**src/hdl/mips_pkg.sv**
```systemverilog
`default_nettype none

package mips_pkg;

  // widths that carry a meaning
  typedef logic [31:0] word_t;
  typedef logic [4:0]  reg_addr_t;
  typedef logic [2:0]  alu_ctrl_t;

  // alu operation codes
  localparam alu_ctrl_t ALU_AND = 3'b000;
  localparam alu_ctrl_t ALU_OR  = 3'b001;
  localparam alu_ctrl_t ALU_ADD = 3'b010;
  localparam alu_ctrl_t ALU_SUB = 3'b110;
  localparam alu_ctrl_t ALU_SLT = 3'b111;

  // primary opcodes, instr[31:26]
  localparam logic [5:0] OP_RTYPE = 6'b000000;
  localparam logic [5:0] OP_LW    = 6'b100011;
  localparam logic [5:0] OP_SW    = 6'b101011;
  localparam logic [5:0] OP_BEQ   = 6'b000100;
  localparam logic [5:0] OP_ADDI  = 6'b001000;
  localparam logic [5:0] OP_J     = 6'b000010;
  localparam logic [5:0] OP_JAL   = 6'b000011;

  // r-type function codes, instr[5:0]
  localparam logic [5:0] FN_ADD  = 6'b100000;
  localparam logic [5:0] FN_SUB  = 6'b100010;
  localparam logic [5:0] FN_AND  = 6'b100100;
  localparam logic [5:0] FN_OR   = 6'b100101;
  localparam logic [5:0] FN_SLT  = 6'b101010;
  localparam logic [5:0] FN_MULT = 6'b011000;
  localparam logic [5:0] FN_MFHI = 6'b010000;
  localparam logic [5:0] FN_MFLO = 6'b010010;
  localparam logic [5:0] FN_JR   = 6'b001000;

  // link register for jal
  localparam reg_addr_t REG_RA = 5'd31;

  localparam word_t PC_RESET = 32'h0000_0000;

  // datapath control word, 13 bits
  typedef struct packed {
    logic      memtoreg;
    logic      alusrc;
    logic      regdst;
    logic      regwrite;
    logic      jump;
    logic      jumpreg;
    logic      link;
    logic      mult;
    logic      mfhi;
    logic      mflo;
    alu_ctrl_t alucontrol;
  } ctrl_t;

endpackage

`default_nettype wire

```
**src/hdl/regfile.sv**
```systemverilog
`timescale 1ns/1ps
`default_nettype none

module regfile import mips_pkg::*; (
  input  wire logic clk,
  input  wire logic we,
  input  reg_addr_t ra1,
  input  reg_addr_t ra2,
  input  reg_addr_t wa,
  input  word_t     wd,
  output word_t     rd1,
  output word_t     rd2
);

  word_t regs [0:31];

  // writes to r0 are dropped
  always_ff @(posedge clk) begin
    if (we && (wa != '0)) begin
      regs[wa] <= wd;
    end
  end

  // r0 reads as zero whatever the array holds
  assign rd1 = (ra1 == '0) ? '0 : regs[ra1];
  assign rd2 = (ra2 == '0) ? '0 : regs[ra2];

  a_r0_zero_b : assert property (
    @(posedge clk) (ra2 == '0) |-> (rd2 == '0)
  );

endmodule

`default_nettype wire

```
**src/hdl/alu.sv**
```systemverilog
`timescale 1ns/1ps
`default_nettype none

module alu import mips_pkg::*; (
  input  word_t     in_a,
  input  word_t     in_b,
  input  alu_ctrl_t op,
  output word_t     result,
  output logic      zero
);

  word_t sum;
  word_t diff;
  logic  less;

  assign sum  = in_a + in_b;
  assign diff = in_a - in_b;

  // signed compare for slt
  assign less = $signed(in_a) < $signed(in_b);

  always_comb begin
    case (op)
      ALU_AND: result = in_a & in_b;
      ALU_OR:  result = in_a | in_b;
      ALU_ADD: result = sum;
      ALU_SUB: result = diff;
      ALU_SLT: result = {31'b0, less};
      default: result = '0;
    endcase
  end

  // beq uses this with ALU_SUB
  assign zero = (result == '0);

endmodule

`default_nettype wire

```
**src/hdl/hilo_multiplier.sv**
```systemverilog
`timescale 1ns/1ps
`default_nettype none

module hilo_multiplier import mips_pkg::*; (
  input  wire logic clk,
  input  wire logic rst,
  input  wire logic en,
  input  word_t     in_a,
  input  word_t     in_b,
  output word_t     hi,
  output word_t     lo
);

  logic signed [63:0] product;

  // full signed 64-bit product of rs and rt
  assign product = $signed(in_a) * $signed(in_b);

  always_ff @(posedge clk) begin
    if (rst) begin
      hi <= '0;
      lo <= '0;
    end else if (en) begin
      hi <= product[63:32];
      lo <= product[31:0];
    end
  end

endmodule

`default_nettype wire

```
**src/hdl/datapath.sv**
```systemverilog
`timescale 1ns/1ps
`default_nettype none

module datapath import mips_pkg::*; (
  input  wire logic clk,
  input  wire logic rst,
  input  ctrl_t     ctrl,
  input  wire logic pcsrc,
  input  word_t     instr,
  input  word_t     readdata,
  output logic      zero,
  output word_t     pc,
  output word_t     aluout,
  output word_t     writedata
);

  // instruction fields
  reg_addr_t rs;
  reg_addr_t rt;
  reg_addr_t rd;

  // next pc
  word_t pc_next;
  word_t pc_plus4;
  word_t pc_branch;
  word_t pc_jump;

  // operands and results
  word_t     sign_imm;
  word_t     src_a;
  word_t     src_b;
  word_t     hi;
  word_t     lo;
  word_t     hilo_out;
  word_t     alu_or_hilo;
  word_t     result;
  word_t     rf_wdata;
  reg_addr_t write_reg;
  reg_addr_t rf_waddr;

  assign rs = instr[25:21];
  assign rt = instr[20:16];
  assign rd = instr[15:11];

  assign sign_imm  = {{16{instr[15]}}, instr[15:0]};
  assign pc_plus4  = pc + 32'd4;
  assign pc_branch = pc_plus4 + {sign_imm[29:0], 2'b00};
  assign pc_jump   = {4'b0, instr[25:0], 2'b00};

  // jr over j over taken beq
  always_comb begin
    if (ctrl.jumpreg) begin
      pc_next = src_a;
    end else if (ctrl.jump) begin
      pc_next = pc_jump;
    end else if (pcsrc) begin
      pc_next = pc_branch;
    end else begin
      pc_next = pc_plus4;
    end
  end

  always_ff @(posedge clk) begin
    if (rst) begin
      pc <= PC_RESET;
    end else begin
      pc <= pc_next;
    end
  end

  // destination register, r31 on jal
  assign write_reg = ctrl.regdst ? rd : rt;
  assign rf_waddr  = ctrl.link ? REG_RA : write_reg;

  regfile u_regfile (
    .clk (clk),
    .we  (ctrl.regwrite),
    .ra1 (rs),
    .ra2 (rt),
    .wa  (rf_waddr),
    .wd  (rf_wdata),
    .rd1 (src_a),
    .rd2 (writedata)
  );

  assign src_b = ctrl.alusrc ? sign_imm : writedata;

  alu u_alu (
    .in_a   (src_a),
    .in_b   (src_b),
    .op     (ctrl.alucontrol),
    .result (aluout),
    .zero   (zero)
  );

  hilo_multiplier u_hilo (
    .clk  (clk),
    .rst  (rst),
    .en   (ctrl.mult),
    .in_a (src_a),
    .in_b (writedata),
    .hi   (hi),
    .lo   (lo)
  );

  // result chain: hi/lo, then load data, then return address
  assign hilo_out    = ctrl.mfhi ? hi : lo;
  assign alu_or_hilo = (ctrl.mfhi || ctrl.mflo) ? hilo_out : aluout;
  assign result      = ctrl.memtoreg ? readdata : alu_or_hilo;
  assign rf_wdata    = ctrl.link ? pc_plus4 : result;

  a_pc_aligned : assert property (
    @(posedge clk) disable iff (rst) pc[1:0] == 2'b00
  );

  // decoder must never ask for both halves at once
  a_hilo_onehot : assert property (
    @(posedge clk) disable iff (rst) !(ctrl.mfhi && ctrl.mflo)
  );

endmodule

`default_nettype wire

```
**src/hdl/controller.sv**
```systemverilog
`timescale 1ns/1ps
`default_nettype none

module controller import mips_pkg::*; (
  input  wire logic [5:0] op,
  input  wire logic [5:0] funct,
  input  wire logic       zero,
  output ctrl_t           ctrl,
  output logic            pcsrc,
  output logic            memwrite
);

  logic      branch;
  alu_ctrl_t alu_sel;

  // alu decoder
  always_comb begin
    case (op)
      OP_RTYPE: begin
        case (funct)
          FN_SUB:  alu_sel = ALU_SUB;
          FN_AND:  alu_sel = ALU_AND;
          FN_OR:   alu_sel = ALU_OR;
          FN_SLT:  alu_sel = ALU_SLT;
          default: alu_sel = ALU_ADD;
        endcase
      end
      OP_BEQ:  alu_sel = ALU_SUB;
      default: alu_sel = ALU_ADD;
    endcase
  end

  // main decoder, everything inactive unless the opcode says otherwise
  always_comb begin
    ctrl     = '0;
    memwrite = 1'b0;
    branch   = 1'b0;
    case (op)
      OP_RTYPE: begin
        ctrl.regdst = 1'b1;
        case (funct)
          FN_ADD, FN_SUB, FN_AND, FN_OR, FN_SLT: begin
            ctrl.regwrite = 1'b1;
          end
          FN_MULT: ctrl.mult = 1'b1;
          FN_MFHI: begin
            ctrl.mfhi     = 1'b1;
            ctrl.regwrite = 1'b1;
          end
          FN_MFLO: begin
            ctrl.mflo     = 1'b1;
            ctrl.regwrite = 1'b1;
          end
          FN_JR:   ctrl.jumpreg = 1'b1;
          // unknown funct, including the all-zero nop, writes nothing
          default: ctrl.regdst = 1'b0;
        endcase
      end
      OP_LW: begin
        ctrl.regwrite = 1'b1;
        ctrl.alusrc   = 1'b1;
        ctrl.memtoreg = 1'b1;
      end
      OP_SW: begin
        ctrl.alusrc = 1'b1;
        memwrite    = 1'b1;
      end
      OP_BEQ:  branch = 1'b1;
      OP_ADDI: begin
        ctrl.regwrite = 1'b1;
        ctrl.alusrc   = 1'b1;
      end
      OP_J:    ctrl.jump = 1'b1;
      OP_JAL: begin
        ctrl.jump     = 1'b1;
        ctrl.link     = 1'b1;
        ctrl.regwrite = 1'b1;
      end
      default: branch = 1'b0;
    endcase
    ctrl.alucontrol = alu_sel;
  end

  assign pcsrc = branch & zero;

  // no instruction writes both memory and the register file
  always_comb begin
    a_no_dual_write : assert (!(memwrite && ctrl.regwrite));
  end

endmodule

`default_nettype wire

```
**src/hdl/mips_core.sv**
```systemverilog
`timescale 1ns/1ps
`default_nettype none

module mips_core import mips_pkg::*; (
  input  wire logic clk,
  input  wire logic rst,
  input  word_t     instr,
  input  word_t     readdata,
  output word_t     pc,
  output word_t     aluout,
  output word_t     writedata,
  output logic      memwrite
);

  ctrl_t ctrl;
  logic  pcsrc;
  logic  zero;

  controller u_controller (
    .op       (instr[31:26]),
    .funct    (instr[5:0]),
    .zero     (zero),
    .ctrl     (ctrl),
    .pcsrc    (pcsrc),
    .memwrite (memwrite)
  );

  // aluout doubles as the data memory address
  datapath u_datapath (
    .clk       (clk),
    .rst       (rst),
    .ctrl      (ctrl),
    .pcsrc     (pcsrc),
    .instr     (instr),
    .readdata  (readdata),
    .zero      (zero),
    .pc        (pc),
    .aluout    (aluout),
    .writedata (writedata)
  );

endmodule

`default_nettype wire

```
**config.mk**
```make
export PLATFORM = sky130hd
export DESIGN_NAME = mips_core
export DESIGN_NICKNAME = d
export VERILOG_FILES = /design/src/hdl/mips_pkg.sv /design/src/hdl/regfile.sv /design/src/hdl/alu.sv /design/src/hdl/hilo_multiplier.sv /design/src/hdl/datapath.sv /design/src/hdl/controller.sv /design/src/hdl/mips_core.sv
export SDC_FILE = /design/constraint.sdc
export NUM_CORES = 2
export LEC_CHECK = 0
export BUFFER_PORTS_ARGS = -buffer_cell sky130_fd_sc_hd__buf_4
export CORE_ASPECT_RATIO = 0.6
export CORE_MARGIN = 5
export CORE_UTILIZATION = 65
export DETAILED_ROUTE_END_ITERATION = 16
export GPL_ROUTABILITY_DRIVEN = 1
export PLACE_DENSITY = 0.8
export SLEW_MARGIN = 20
export SYNTH_ARGS = -nofsm -noshare
export SYNTH_HDL_FRONTEND = slang
export SYNTH_SLANG_ARGS = --single-unit
```
**constraint.sdc**
```tcl
create_clock -name clk -period 21.6 [get_ports clk]
set_input_delay 4.32 -clock clk [delete_from_list [all_inputs] [get_ports clk]]
set_output_delay 4.32 -clock clk [all_outputs]
set_load 0.01 [all_outputs]
```
# Yosys cells after proc, flatten, opt, wreduce, memory -nomap -nowiden
# Memories as Yosys holds them, arrays and structs flattened.
# Index checks and enable logic that the tools add are counted.
dict set report word_totals {
  reg_bits 96
  wordCells 78
  ram_bits 1024
  memories 1
  inputBits 66
  out_inout_bits 97
}
dict set report op_classes {
  eq_ne 19
  n_reduce_logical 13
  n_bitwise 3
  multipliers 1
  n_mux 33
  n_addsub 4
  magnitude_cmp 1
}
# name depth width read_ports rd_clocked_by_memory_dff wr line_no
set mem_list {}
lappend mem_list {u_datapath.u_regfile.regs 32 32 2 0 1 regfile.sv:15} ;# word_t regs [0:31];
# op n
set ops {}
lappend ops {{32-bit two-way mux} 10}
lappend ops {{32-bit case mux with 5 select lines} 1}
lappend ops {{32-bit adder} 2}
lappend ops {{32-bit by 32-bit multiplier with 64-bit output} 1}
lappend ops {{6-bit == test, second input constant} 7}
lappend ops {{32-bit by 3-bit adder with 32-bit output, second input constant} 1}
lappend ops {{32-bit AND} 1}
lappend ops {{32-bit logical NOT} 1}
lappend ops {{32-bit less-than comparator} 1}
lappend ops {{32-bit bitwise OR} 1}
lappend ops {{32-bit subtractor} 1}
lappend ops {{6-bit by 5-bit == test with 1-bit output, second input constant} 3}
lappend ops {{1-bit two-way mux} 16}
lappend ops {{6-bit by 2-bit == test with 1-bit output, second input constant} 2}
lappend ops {{6-bit by 4-bit == test with 1-bit output, second input constant} 2}
lappend ops {{3-bit case mux with 4 select lines} 1}
lappend ops {{5-bit logical NOT} 2}
lappend ops {{5-bit two-way mux} 2}
lappend ops {{9-bit OR reduction} 1}
lappend ops {{7-bit OR reduction} 1}
lappend ops {{3-bit == test, second input constant} 2}
lappend ops {{6-bit by 3-bit == test with 1-bit output, second input constant} 1}
lappend ops {{6-bit logical NOT} 1}
lappend ops {{3-bit case mux with 2 select lines} 1}
lappend ops {{other kinds (11)} 12}

# Depth between registers and ports, before layout
dict set report depth {
  word_depth 11
  mapped_depth 42
}

# By module
# From an unflattened synthesis, not the netlist that was laid out.
dict set report hier_totals {
  hier_cells 8325
  hier_area_um2 97283.3
}
# module seq_area_each_um2 area_each_um2 n_inst cells_each
set by_module_without_submodules {}
lappend by_module_without_submodules {regfile 30749.5 47929.7 1 2564}
lappend by_module_without_submodules {hilo_multiplier 1281.2 38424.4 1 4092}
lappend by_module_without_submodules {datapath 640.6 5452.7 1 826}
lappend by_module_without_submodules {alu 0.0 5171.2 1 800}
lappend by_module_without_submodules {controller 0.0 305.3 1 43}

# Worst setup path after synthesis
# No wires, ideal clock.
dict set report synth_path {
  path_type {in2reg}
  start {in instr[16]}
  end {reg u_datapath.u_hilo.hi[30]}
  path_stages 38
  n_path_buf 7
  path_slack_ps 7012
  arrival_time_ps 14457
  required_time_ps 21469
  path_cell_list {clkbuf_1 > buf_2 > clkbuf_1 > buf_1 > mux4_2 > mux4_2 > nand2_1 > a21o_1 > clkbuf_1 > buf_1 > nor2_1 > fa_1 > inv_1 > fa_1 > fa_1 > inv_1 > fa_1 > inv_1 > (+2 left out) > fa_1 > fa_1 > inv_1 > ha_1 > clkbuf_1 > nand3_1 > nor3_1 > nand3_1 > nor3_1 > o31ai_1 > a31oi_1 > nand3_1 > a211o_1 > o31ai_1 > o41ai_1 > o31ai_1 > xnor2_1 > o31ai_1}
}
dict set report synth_via {
  elab_chain_len 3
  word_cells_on_any_way 4
  classes_between {1 x mul; 1 x mux; 1 x reduce/logical; 1 x memory}
}
# item line_no
set synth_lines {}
lappend synth_lines {{start, declared} mips_core.sv:7} ;# input word_t instr,
lappend synth_lines {{memory 32 x 32 bit or 5-bit logical NOT (tied branches)} -}
lappend synth_lines {{32-bit two-way mux (*)} regfile.sv:26} ;# assign rd2 = (ra2 == '0) ? '0 : regs[ra2];
lappend synth_lines {{32-bit by 32-bit multiplier with 64-bit output (*)} hilo_multiplier.sv:17} ;# assign product = $signed(in_a) * $signed(in_b);
lappend synth_lines {{end signal, assigned} hilo_multiplier.sv:24} ;# hi <= product[63:32];
lappend synth_lines {{end, declared} hilo_multiplier.sv:10} ;# output word_t hi,
# Mark *: on every way between the ends. The rest lies on a longest branch, timed or not.
# A chain may end at the register's enable or synchronous reset.

# Worst setup path after layout
dict set report layout_path {
  start {in instr[16]}
  end {reg u_datapath.u_hilo.hi[31]}
}
# The elaborated chain is that of the path after synthesis.

==> results.cfg <==
[hold_path]
min-delay-path-class = reg -> reg
timing.hold.worst.start = u_datapath.u_hilo.lo[30]

[route]
final_antenna_net_count = 0
drt_drc_violations_left = 0
drtPass1Iterations = 12
drt-wirelength-per-cell_um = 36.3
dr_vias_cell = 7.29
via_count = 72200
totalWireLength_mm = 359
number_of_drc_markers_in_iteration_0 = 12700

[clock_network]
post-cts-setup-buffers = 0
h_tree_levels = 3
cts_tree = built
clkTransAtPathRegs_ps = 70
worst_skew_pair.late_latency_ps = 750
tritoncts_num_sinks = 1120
clock_tree.root_cell = clkbuf_16
cts-resized-gates = 0
clock_buffers_created_by_tritoncts = 96
cts_buffer_depth = 3
cts_hold_buffers = 0

[yosys]
synthArstFlopShare_pct = 0
synth_cell_types = 105
synth_flop_cell = edfxtp_1
synth.area.top_cells = edfxtp_1 (32%), fa_1 (23%), mux4_2 (15%), inv_1 (4.6%), ha_1 (4.1%)
yosys.area.top_type = edfxtp_1
avgSynthCellArea_um2 = 12.1
post_synth_instance_area_um2 = 95100
synth_edf_count = 1024
post-synth-top-area-fraction_pct = 32.3
synth-seq-cells = 1120
leading_cell_type_by_number_of_instances_after_synthesis = inv_1
yosys_warnings = 0
top_post_synthesis_cells_by_count = inv_1 (1,163), fa_1 (1,085), edfxtp_1 (1,024), nand2_1 (851), nor2_1 (703)
synthesis.instances = 7864
synth_seq_area_share_pct = 34.3

[flow_run]
maxcap_viol_count = 0

[worst_setup_path]
worst-endpoint-arrival_ps = 17380
worstSetupEndpointType = flop
cpMaxStageDelayCell = fa_1
worstPathMaxFanout = 95
worst_path_largest_cell_delay_ps = 1110
r2r_setup_slack_ps = 9540
critPathLaunchType = primary input
reg2reg_from = u_datapath.u_regfile.regs[3][6]
path_class = in -> reg
critical_path.startpoint = instr[16]
worst_ep_required_time_ps = 22250

[global_routing]
grt_pass1_wl_mm = 515
grt_overflow_total = 0
first_global_vias = 72200
initial_antenna_violation_count = 24
grt_max_degree = 115
track_usage_pct = 46.8

[placement]
routabilityCongestion = 1.05
portBuffers = 162
dp_hpwl_mm = 249
placement_cell_area_um2 = 99300

[die]
die_w_um = 504
placementRows = 108
initial_utilization_pct = 65.6
floorplan_core_area_um2 = 145000
die_ht_um = 306
floorplan.io_pins = 163
design.die.area_um2 = 154000

[finish]
layout.cell_area.non_filler_um2 = 102000
layout-drive-gt1-share_pct = 16.5
finish.net_count = 9340
area_growth_pct = 7.73

[status]
run_status = completed

[sta]
fin_setup_tns_ps = 0
fmax_ghz = 0.0598
hold_violations = 0
timing.final.setup_violations = 0
grt_setup_unrepaired = no
max_slew_margin_pct = 6.14
skew_ps = 78.4
worst_pin_slew_ps = 1370
period_needed_ps = 16730
min_period_over_period_pct = 77.5
maxSlewViolCount = 0
-- layout make-up --
cell class | instances | area (um2)
inverters | 1185 | 4450
repair buffers | 350 | 2720
diodes | 19 | 47.5
fillers | 9623 | 42500
clock inverters | 66 | 643
flip-flops and latches | 1120 | 32700
multi-input cells | 5126 | 57100
clock buffers | 109 | 2450
well taps | 1925 | 2410
-- placed cells by master, fill, tap and decap left out, drive strengths merged, types with 62 or more instances in the layout --
master	Yosys	final
xnor2	89	89
clkinv	18	64
nand3	62	62
ha	310	310
edfxtp	1024	1024
inv	1167	1173
buf	137	350
a21oi	324	324
mux4	640	640
nand2	852	852
a21o	88	88
mux2i	76	76
fa	1085	1085
nand2b	72	72
dfxtp	96	96
o21ai	128	128
clkbuf	327	109
nor2	704	704
-- through the flow --
step           cells  setup WS [ps]  hold slack [ps]  util [%]
3_5_place_dp    9706           4600              445      68.5
6_report        9900           4870              456      70.7
5_1_grt         9888           4420              469      70.7
3_3_place_gp    9705           4820              438      68.5
2_1_floorplan   7895           7010              431         -
4_1_cts         9881           5310              457      70.6
-- per-layer routing --
metal	GRT usage, %	vias up	wire [um]
met2	60.3	7738	138000
met5	1.18	-	827
li1	-	27100	-
met1	64.1	36100	124000
met4	18.2	24	19300
met3	29.0	1342	77000
-- logic make-up (layout without fill, tap and decap cells) --
kind of cell / after synthesis / count (layout) / synth area share, %
fa+ha+maj: 1395 / 1395 / 26.9
xor+xnor: 122 / 122 / 1.12
simple gates: 1971 / 1971 / 8.96
compound gates: 887 / 887 / 6.07
buf+inv: 1649 / 1710 / 6.61
other cells: 1 / 51 / 0.00394
flops: 1120 / 1120 / 34.3
mux: 719 / 719 / 16.0
-- registers in the layout (all words and copies together), names as in the netlist --
| register | count |
|---|---|
| u_datapath.pc | 32 |
| u_datapath.u_hilo.hi | 32 |
| u_datapath.u_hilo.lo | 32 |
| u_datapath.u_regfile.regs | 1024 |
-- worst paths after layout --
check	end	depth (start not counted)
worst max-delay path	u_datapath.u_hilo.hi[31]	34
worst min-delay path	u_datapath.u_hilo.lo[30]	2
worst max register to register	u_datapath.u_hilo.hi[31]	32
worst min register to register	u_datapath.u_hilo.lo[30]	2
-- critical path: cells and delay by family --
kind / cells / cell delay [ps]
fa+ha+maj: 9 / 5120
simple gates: 4 / 800
buf+inv: 12 / 3940
compound gates: 7 / 1810
mux: 2 / 1100
Power is not shown: default switching activity piles up to over one toggle a cycle in this logic, so the estimate is an artifact.
